**src/rtl/trace_cfg_pkg.sv**
```systemverilog
`default_nettype none

package trace_cfg_pkg;

    // coordinate and depth formats
    localparam int COORD_BITS = 12;
    localparam int DEPTH_BITS = 16;

    // triangle store
    localparam int NUM_TRI     = 16;
    localparam int TRI_ID_BITS = 4;

    // wrapping ray counter
    localparam int RAY_ID_BITS = 8;

    // queue depths
    localparam int RAY_FIFO_DEPTH    = 16;
    localparam int RESULT_FIFO_DEPTH = 8;

    // a single cross product fits here, the edge sum needs one bit more
    localparam int EDGE_BITS = 25;

endpackage

`default_nettype wire

```
**src/rtl/trace_types_pkg.sv**
```systemverilog
`default_nettype none

package trace_types_pkg;

    import trace_cfg_pkg::*;

    // point in the image plane, ray travels along +z
    typedef struct packed {
        logic signed [COORD_BITS-1:0] x;
        logic signed [COORD_BITS-1:0] y;
    } ray_t;

    typedef struct packed {
        logic signed [COORD_BITS-1:0] x;
        logic signed [COORD_BITS-1:0] y;
    } vertex_t;

    // counter-clockwise winding, flat at one depth
    typedef struct packed {
        vertex_t                 v0;
        vertex_t                 v1;
        vertex_t                 v2;
        logic [DEPTH_BITS-1:0]   depth;
    } triangle_t;

    // tri_id and depth are zero on a miss
    typedef struct packed {
        logic [RAY_ID_BITS-1:0]  ray_id;
        logic                    hit;
        logic [TRI_ID_BITS-1:0]  tri_id;
        logic [DEPTH_BITS-1:0]   depth;
    } result_t;

endpackage

`default_nettype wire

```
**src/rtl/trace_if.sv**
```systemverilog
`default_nettype none

// one ray-triangle pair per valid strobe
interface pair_if;

    import trace_cfg_pkg::*;
    import trace_types_pkg::*;

    logic                    valid;
    logic                    last;
    logic [RAY_ID_BITS-1:0]  ray_id;
    ray_t                    ray;
    logic [TRI_ID_BITS-1:0]  tri_id;
    triangle_t               triangle;

    modport src (output valid, output last, output ray_id, output ray, output tri_id,
                 output triangle);

    modport dst (input valid, input last, input ray_id, input ray, input tri_id,
                 input triangle);

endinterface


`default_nettype wire

```
**src/rtl/ray_streamer.sv**
```systemverilog
`default_nettype none

module ray_streamer (
    input  logic                                  clock,
    input  logic                                  reset,
    input  logic                                  ray_empty,
    output logic                                  ray_rd,
    input  trace_types_pkg::ray_t                 ray,
    input  logic                                  result_almost_full,
    output logic [trace_cfg_pkg::TRI_ID_BITS-1:0] mem_addr,
    input  trace_types_pkg::triangle_t            mem_data,
    pair_if.src                                   pair
);

    import trace_cfg_pkg::*;
    import trace_types_pkg::*;

    logic                    busy;
    logic [TRI_ID_BITS-1:0]  tri_cnt;
    logic                    last_addr;
    logic [RAY_ID_BITS-1:0]  ray_id_cnt;
    ray_t                    cur_ray;
    logic [RAY_ID_BITS-1:0]  cur_ray_id;
    logic                    issue_valid;
    logic                    issue_last;
    logic [TRI_ID_BITS-1:0]  issue_tri_id;

    assign last_addr = tri_cnt == TRI_ID_BITS'(NUM_TRI - 1);

    // headroom in the result queue covers the ray still in flight
    assign ray_rd   = !busy && !ray_empty && !result_almost_full;
    assign mem_addr = tri_cnt;

    always_ff @(posedge clock) begin
        if (reset) begin
            busy        <= 1'b0;
            tri_cnt     <= '0;
            ray_id_cnt  <= '0;
            issue_valid <= 1'b0;
            issue_last  <= 1'b0;
        end else begin
            if (ray_rd) begin
                busy       <= 1'b1;
                ray_id_cnt <= ray_id_cnt + 1'b1;
            end else if (busy) begin
                tri_cnt <= last_addr ? '0 : tri_cnt + 1'b1;
                busy    <= !last_addr;
            end
            // one cycle behind the address, same as the memory data
            issue_valid <= busy;
            issue_last  <= busy && last_addr;
        end
    end

    always_ff @(posedge clock) begin
        if (ray_rd) begin
            cur_ray    <= ray;
            cur_ray_id <= ray_id_cnt;
        end
        issue_tri_id <= tri_cnt;
    end

    // ray and id stay put until the old ray's last pair has gone out
    assign pair.valid    = issue_valid;
    assign pair.last     = issue_last;
    assign pair.ray_id   = cur_ray_id;
    assign pair.ray      = cur_ray;
    assign pair.tri_id   = issue_tri_id;
    assign pair.triangle = mem_data;

    a_last_with_valid: assert property (@(posedge clock) disable iff (reset)
        pair.last |-> pair.valid && pair.tri_id == TRI_ID_BITS'(NUM_TRI - 1));

    // popped ray shows up as pair 0 two cycles later
    a_first_pair: assert property (@(posedge clock) disable iff (reset)
        ray_rd |-> ##2 (pair.valid && pair.tri_id == '0));

endmodule

`default_nettype wire

```
**src/flat_wrapper.sv**
```systemverilog
// flat-port wrapper written by rule: the top's interface ports become plain ports
module ray_streamer_flat import trace_cfg_pkg::*; import trace_types_pkg::*;
  (clock, reset, ray_empty, ray_rd, ray, result_almost_full, mem_addr, mem_data, pair_valid, pair_last, pair_ray_id, pair_ray, pair_tri_id, pair_triangle);
  pair_if pair_i ();
  input  logic clock;
  input  logic reset;
  input  logic ray_empty;
  output logic ray_rd;
  input  trace_types_pkg::ray_t ray;
  input  logic result_almost_full;
  output logic [trace_cfg_pkg::TRI_ID_BITS-1:0] mem_addr;
  input  trace_types_pkg::triangle_t mem_data;
  output wire logic [$bits(pair_i.valid)-1:0] pair_valid;
  output wire logic [$bits(pair_i.last)-1:0] pair_last;
  output wire logic [$bits(pair_i.ray_id)-1:0] pair_ray_id;
  output wire logic [$bits(pair_i.ray)-1:0] pair_ray;
  output wire logic [$bits(pair_i.tri_id)-1:0] pair_tri_id;
  output wire logic [$bits(pair_i.triangle)-1:0] pair_triangle;
  assign pair_valid = pair_i.valid;
  assign pair_last = pair_i.last;
  assign pair_ray_id = pair_i.ray_id;
  assign pair_ray = pair_i.ray;
  assign pair_tri_id = pair_i.tri_id;
  assign pair_triangle = pair_i.triangle;
  ray_streamer u_core (.clock(clock), .reset(reset), .ray_empty(ray_empty), .ray_rd(ray_rd), .ray(ray), .result_almost_full(result_almost_full), .mem_addr(mem_addr), .mem_data(mem_data), .pair(pair_i));
endmodule
```
**config.mk**
```make
export PLATFORM = sky130hd
export DESIGN_NAME = ray_streamer_flat
export DESIGN_NICKNAME = d
export VERILOG_FILES = /design/src/rtl/trace_cfg_pkg.sv /design/src/rtl/trace_types_pkg.sv /design/src/rtl/trace_if.sv /design/src/rtl/ray_streamer.sv /design/src/flat_wrapper.sv
export SDC_FILE = /design/constraint.sdc
export NUM_CORES = 1
export LEC_CHECK = 0
export ABC_CLOCK_PERIOD_IN_PS = 2700
export BUFFER_PORTS_ARGS = -buffer_cell sky130_fd_sc_hd__buf_2
export CAP_MARGIN = 0
export CORE_AREA = 3 3 95 97
export CTS_BUF_LIST = sky130_fd_sc_hd__clkbuf_8
export DETAILED_ROUTE_END_ITERATION = 12
export DIE_AREA = 0 0 98 100
export PLACE_DENSITY_LB_ADDON = 0.25
export SLEW_MARGIN = 20
export SYNTH_ARGS = -nofsm -noshare
export SYNTH_HDL_FRONTEND = slang
export SYNTH_SLANG_ARGS = --single-unit
export TNS_END_PERCENT = 50
```
**constraint.sdc**
```tcl
create_clock -name clock -period 2.7 [get_ports clock]
set_input_delay 0.54 -clock clock [delete_from_list [all_inputs] [get_ports clock]]
set_output_delay 0.54 -clock clock [all_outputs]
set_load 0.05 [all_outputs]
```
# [After elaboration in Yosys (flattened, before gate mapping)]
# Cells that the tools add are included.
[totals] input_bits=116 regBits=51 output_inout_bits=131 elab_cells=24
[classes] n_mux=3 eq_ne=1 n_bitwise=1 reduce_logical=8 add_sub_neg=2
[ops] operator="8-bit by 1-bit adder with 8-bit output, second input constant" count=1
[ops] operator="4-bit by 1-bit adder with 4-bit output, second input constant" count=1
[ops] operator="4-bit == test, second input constant" count=1
[ops] operator="1-bit logical NOT" count=4
[ops] operator="4-bit 2-to-1 mux" count=1
[ops] operator="1-bit logical AND" count=3
[ops] operator="1-bit 2-to-1 mux" count=2
[ops] operator="2-bit AND reduction" count=1
[ops] operator="1-bit inverter" count=1

# [Logic depth before layout (Yosys ltp)]
# Gate-level depths: netlist of the first run.
[depth] ltp_word=5 mapped_depth=6 ltp_nobuf=4

# [Worst setup path after synthesis of the first run]
# No wires, ideal clock.
[synth_timing] path_kind="input to output" start="input port ray_empty" end="output port ray_rd" t_required_ns=2.160 n_path_buf=1 setup_slack_ns=0.148 stages=3 t_arrival_ns=2.012 cell_sequence="or3_1 > clkbuf_2 > inv_1"
[synth_between] elab_chain_len=3
[synth_rtl] item="from (decl)" line_no="flat_wrapper.sv:7" text="input logic ray_empty;"
[synth_rtl] item="1-bit logical NOT" line_no="ray_streamer.sv:31" text="assign ray_rd = !busy && !ray_empty && !result_almost_full;"
[synth_rtl] item="1-bit logical AND (2 in a row)" line_no="ray_streamer.sv:31"
[synth_rtl] item="to (decl)" line_no="flat_wrapper.sv:8" text="output logic ray_rd;"
# Every way passes these cells.

# [Final worst setup path of the first run]
[layout_timing] start="register u_core.busy" end="output port ray_rd"
[layout_between] elab_chain_len=3
[layout_rtl] item="from (decl)" line_no="ray_streamer.sv:18" text="logic busy;"
[layout_rtl] item="from (signal assigned)" line_no="ray_streamer.sv:47" text="busy <= !last_addr;"
[layout_rtl] item="1-bit logical NOT" line_no="ray_streamer.sv:31"
[layout_rtl] item="1-bit logical AND (2 in a row)" line_no="ray_streamer.sv:31"
# Every way passes these cells.

==> results of run 1 <==
kinds of logic (layout without fill, tap and decap cells):
family,after synthesis,after routing,synth area share
buf+inv,92,80,0.295
flops,51,51,0.577
simple gates,30,30,0.0673
compound gates,11,11,0.0269
xor+xnor,5,5,0.0189
fa+ha+maj,2,2,0.0108
mux,1,1,0.00431
power breakdown:
part	switching, mW	total, mW	internal (mW)
clock	0.227	0.593	0.366
sequential	0.0128	0.870	0.857
combinational	0.121	0.159	0.0379
total	0.360	1.62	1.26
layer usage:
layer	up-vias	wire (um)	GRT usage
li1	530	-	-
met1	473	1460	0.0769
met2	156	3220	0.210
met3	10	2040	0.180
met4	2	108	0.0383
met5	-	40	0.0308
registers in the layout (all words and copies together), names as in the netlist:
name,flops
u_core.pair.ray,24
u_core.pair.ray_id,8
u_core.ray_id_cnt,8
u_core.mem_addr,4
u_core.pair.tri_id,4
u_core.busy,1
u_core.pair.last,1
u_core.pair.valid,1
layout by cell type (no fill, tap or decap), drive strengths merged:
cell and count:
o21ai 2, clkbuf 5, xor2 2, mux2i 1, or3 3, nand2b 1
dfxtp 19, ha 2, o31ai 3, nand2 6, nand3 1, buf 71
or4b 1, a21oi 6, or4 3, inv 2, edfxtp 32, nand4 3
xnor2 3, nor2 10, nor4b 1, nor2b 1, bufinv 2
through the flow:
stage	total power [mW]	hold WS, ps	setup slack, ps
3_3_place_gp	1.05	405	596
4_1_cts	1.65	408	500
6_report	1.62	409	525
5_1_grt	1.69	394	431
2_1_floorplan	1.35	422	148
3_5_place_dp	1.05	403	583
worst register-to-register path, stage by stage (launching register included):
cell	delay, ps
dfxtp_1	410
or3_1	520
inv_1	130
buf_4	390
final cells by class:
cell class	instances	share of cell area
Tap cell	105	0.0580
Clock inverter	3	0.0282
Multi-Input combinational cell	49	0.131
Clock buffer	5	0.0304
Timing Repair Buffer	71	0.158
Sequential cell	51	0.592
Inverter	1	0.00166
worst paths after layout:
kind,from,end,slack (ps)
worst max-delay path,u_core.busy,ray_rd,520
worst min-delay path,u_core.mem_addr[3],u_core.pair.tri_id[3],410
worst max register to register,u_core.busy,u_core.pair.ray[8],900
worst min register to register,u_core.mem_addr[3],u_core.pair.tri_id[3],410
==> impl_summary.md, run 1 <==
Timing
For the final database, setup skew stands at 7.88 ps. For this run, the top clock speed supported by timing is 460 MHz. The number of pins exceeding their max-slew limit in the final report was 0. Measured against its own limit, the worst slew margin works out to 0.723. Setup repair after global routing left no endpoint under its margin. The setup TNS after final layout is 0 ps. The final-report hold violation count is 0. The clock period minus worst slack is 2180 ps. Setup violations remaining at the end of the flow were counted as 0.

The final cycle utilization of the critical path is 0.806. At the pin with the least slew margin, the transition time is 415 ps.

Worst setup path
The largest individual stage delay along the critical path comes from the cell or3_1. The critical path is of the reg -> out type. The critical path runs through a total of 3 cells.

The worst setup path is launched from a flop. The signal on the critical path passes through or3_1 -> inv_1 -> buf_2. The cell family contributing the most delay on the critical path is simple AND/OR/NAND/NOR gates. Data on the critical path is required at its endpoint by 2160 ps. The delay of the slowest cell on the worst path is 520 ps. Counting both buffers and inverters, the worst setup path holds a total of 2.

The number of cells on the worst reg-to-reg path is 3. STA puts the critical path data arrival time at 1640 ps. The highest net fanout along the worst path is 10.

The nature of the critical path endpoint is an output pin.

Clock tree
TritonCTS created 5 clock buffers. Post-CTS repair changed the size of 0 cells. The clock root buffer master is clkbuf_8. The clock insertion delay at the later pin of the skew report is 290 ps. TritonCTS built the clock tree. The total number of clock tree sinks is 51. The quantity of hold-fixing buffers added after cts is 0. The clock tree synthesis step divided the H-tree into 2 levels. The clock edge transition at the registers on the reported setup and hold paths is 90 ps.

The number of setup buffers added after CTS is 0. The clock passes through at most 2 buffers.

Layout
The area growth from synthesis to layout is -2.53%. The multi-input combinational cell area is 298 sq um. The final standard cell utilization of the core is 0.276. The count of fill cells added during filler insertion is 869.

In the final layout, flip-flops and latches occupy 1340 sq um. For this run, the post-layout net count is 297. The fraction of final layout cells sized beyond drive strength 1 is 0.433. The post-route cell area is 2260 sq um.

The number of cells in the finished layout apart from fillers is 285. The repair_antennas step left the layout with diodes totalling 0.

Die
The starting density of the core is 0.283. The floorplan has 33 rows. The core box area is 8220 sq um. In this run the horizontal extent of the chip is 98 um. The die footprint is 9800 sq um. The die boundary height is 100 um. The top-level I/O count is 247.

Synthesis
The post-synthesis cell area is 2320 sq um. The proportion of synthesized chip area in sequential cells is 0.577. The number of enable flip-flop cells after synthesis is 32. After synthesis, the cell types taking the most area are edfxtp_1 (41%), buf_4 (28%), dfxtp_1 (16%). Dividing the synthesized area by the synthesized cell count gives 12.1 sq um. The cell accounting for the most synthesized area is edfxtp_1. The area share of the largest cell type after synthesis is 0.414.

In this run, synthesis produced a sequential element count of 51. The number of nets in the synthesized netlist is 310. Ranked by instance count, the synthesized netlist is headed by buf_4 (88), edfxtp_1 (32), dfxtp_1 (19).

The synthesized instance count is 192. The number of distinct library cells after synthesis is 24. The commonest register cell after synthesis is edfxtp_1. The cell with the most instances after synthesis is buf_4. The yosys synthesis warning count is 0. Counting flops with an async set or reset pin after synthesis yields a share of 0.

Detailed routing
Before antenna repair, the detailed router went through 3 iterations. In this run the remaining antenna-violating nets after routing total 0. The DRC violations left is 0. The overall routed net length is 6870 um. The number of vias in the routed layout is 1171. The number of violations reported at the end of detailed-routing iteration 0 is 34.

In the final routed layout, each cell accounts on average for 24.1 um. In the routed layout, each cell is associated on average with a via count of 4.11.

GRT
The initial antenna violation count is 0. The total global routing track utilization is 0.130. The number of global-route vias before repair was 1077. Global routing finished with a remaining overflow of 0. The wire length of the first global-routing pass is 8820 um.

Entering global routing, the biggest net connects 35 pins.

Placement
The cell total after placement is 277. The congestion estimate from routability-driven global placement came to 0.836. Once detailed placement completed, the half-perimeter wirelength came to 6020 um. Port buffering added 70 buffers. After detailed placement, the total cell area comes to 2130 sq um.

Min path
The worst hold path class is reg -> reg. The worst hold path was traced through 0 stages.

Power
In this run the static leakage power is 0.907 nW. Dividing total power by cell area gives a power density of 716 nW/um^2. Across the VDD grid, the largest voltage drop is 318 uV.

Flow run
The max-cap violation count is 0.

Run status
The flow ran to the end, and the final reports show no timing, DRC or antenna violations.
No activity file was read; power rests on OpenSTA's default activity.
==> run 2: changes to the inputs <==
Settings changed: ABC_CLOCK_PERIOD_IN_PS 2700 to 2110.
Clock period 2.7 ns to 2.11 ns, I/O delays scaled along.
==> impl_summary.md, run 2 (synthesized netlist as in run 1, its figures left out) <==
Run status
Result of the run: finished, final reports clean (unchanged).

Worst setup path
The required time at the worst-slack endpoint is 1690 ps (was 2160 ps). The highest net fanout along the worst path is 8 (was 10). The kind of critical path is reg -> out (unchanged). The nature of the critical path endpoint is an output pin (unchanged). The sort of element at the start of the critical path is a flop (unchanged).

The arrival time at the worst endpoint is 1540 ps (was 1640 ps).

Layout
The net total in the final layout is 299 (was 297). The fraction of final layout cells sized beyond drive strength 1 came to 0.445 (was 0.433). The most common cell after layout, fill and taps aside was buf_2 (unchanged).

Most used cells in the layout excluding fill and tap cells: buf_2 (70), edfxtp_1 (32), dfxtp_1 (19), nor2_1 (10) (unchanged). The layout overhead on the synthesized area was -1.72% (was -2.53%). The number of diodes added for antenna fixing came to 0 (unchanged). The flip-flop count of the largest register after layout is 24 (unchanged). The final standard cell utilization of the core came to 0.278 (was 0.276).

Detailed routing
The number of vias in the routed layout is 1181 (was 1171). The post-detailed-route via-to-cell ratio is 4.11 (about the same). The number of antenna-violating nets in the routed design came to 0 (unchanged). The detail-routed net length per standard cell is 23.2 um (was 24.1 um).

The number of violations reported at the end of detailed-routing iteration 0 is 44 (was 34). The DRC violations left is 0 (unchanged). The overall routed net length is 6670 um (was 6870 um). The first-pass detailed-route iteration total is 3 (unchanged).

Min path
The worst hold path class is in -> reg (was reg -> reg).

Clock tree
The post-cts repair resize count is 0 (unchanged). The clock tree buffer depth is 2 (unchanged). The CTS tree was yes (unchanged). The count of H-tree levels built during CTS is 2 (unchanged). The quantity of hold-fixing buffers added after cts is 0 (unchanged).

The total CTS buffers was 5 (unchanged). The clock insertion delay at the later pin of the skew report is 300 ps (was 290 ps). The total number of clock tree sinks came to 51 (unchanged). The clock edge transition at the registers on the reported setup and hold paths was 90 ps (about the same).

The number of buffers inserted by post-CTS setup repair is 0 (unchanged). The clock root buffer master is clkbuf_8 (unchanged).

GRT
The largest net degree at the start of global routing was 20 (was 35). The total global routing track utilization was 0.128 (was 0.130). The initial antenna violation count was 0 (unchanged).

The wire length of the first global-routing pass is 8750 um (was 8820 um). The number of global-route vias before repair is 1152 (was 1077). The leftover overflow at the end of global routing is 0 (unchanged).

Placement
The routability congestion estimate is 0.745 (was 0.836). The number of buffer cells added on primary ports came to 70 (unchanged). The HPWL after detailed placement is 5810 um (was 6020 um).

Timing
The top achievable clock speed is 510 MHz. Counting I/O delays and the setup requirement, the final critical path takes 1960 ps. The final number of setup-violating endpoints is 0 (unchanged).

The setup TNS after final layout is 0 ps (unchanged). The final-report hold violation count is 0 (unchanged). The final clock skew is 9.17 ps (was 7.88 ps). The transition at the pin with the smallest max-transition slack is 321 ps (was 415 ps).

The final cycle utilization of the critical path is 0.929. The worst slew margin relative to its limit was 0.783 (was 0.723). Unrepaired setup endpoints after global routing: no (unchanged). The number of pins exceeding their max-slew limit in the final report is 0 (unchanged).

Power
The power density over cell area came to 914 nW/um^2 (was 716 nW/um^2). The worst-case vdd ir drop is 365 uV (was 318 uV). The total leakage power is 0.909 nW (was 0.907 nW).

Die
The core box area is 8220 sq um (unchanged). The number of cell rows is 33 (unchanged). The top-level I/O count came to 247 (unchanged). The starting density of the core is 0.283 (unchanged).

The die boundary height came to 100 um (unchanged). The die footprint came to 9800 sq um (unchanged). The die span in x was 98 um (unchanged).

Flow run
The max-cap violation count came to 0 (unchanged).
## run 2: cell types whose count changed in the layout (fill, tap and decap cells not counted), sizes merged
cell / before / now
buf: 71 / 73
clkinvlp: 0 / 1
inv: 2 / 1
## run 2: path summary, 6_finish.rpt
check | start | end | slack [ps] | cells after the start
max | u_core.busy | ray_rd | 150 | 3
min | ray[22] | u_core.pair.ray[22] | 300 | 1
max reg2reg | u_core.busy | u_core.ray_id_cnt[3] | 490 | 4
min reg2reg | u_core.mem_addr[1] | u_core.pair.tri_id[1] | 420 | 0
## run 2: power by group
group / total, mW / internal (mW) / switching [mW]
logic: 0.212 / 0.0519 / 0.160
registers: 1.11 / 1.10 / 0.0137
clock network: 0.765 / 0.469 / 0.296
## run 2: worst max-delay path, stage by stage (launching register included)
cell and delay, ps:
dfxtp_1 320, or3_1 500, clkinvlp_4 160, buf_2 260
## run 2: through the flow
| step | instance area (sq um) | setup WS, ps | hold WS, ps | cells | power, mW |
|---|---|---|---|---|---|
| 3_5_place_dp | 2150 | 194 | 407 | 279 | 1.35 |
| 6_report | 2280 | 149 | 303 | 287 | 2.09 |
| 5_1_grt | 2280 | 81.5 | 279 | 287 | 2.18 |
| 4_1_cts | 2280 | 125 | 288 | 287 | 2.12 |
| 3_3_place_gp | 2150 | 199 | 405 | 279 | 1.35 |
| 2_1_floorplan | 2330 | 223 | 422 | 192 | 1.73 |
## run 2: routing by layer
metal | wire length, um | GRT usage | vias up
li1 | - | - | 532
met1 | 1620 | 0.0898 | 477
met2 | 3130 | 0.204 | 155
met3 | 1780 | 0.157 | 17
met4 | 140 | 0.0426 | 0
met5 | 0 | 0.0205 | -
## run 2: final cells by class
cell class,count,area (sq um)
Tap cell,105,131
Clock inverter,3,63.8
Clock buffer,5,68.8
Multi-Input combinational cell,49,298
Sequential cell,51,1340
Fill cell,846,5930
Timing Repair Buffer,73,373
Inverter,1,7.51
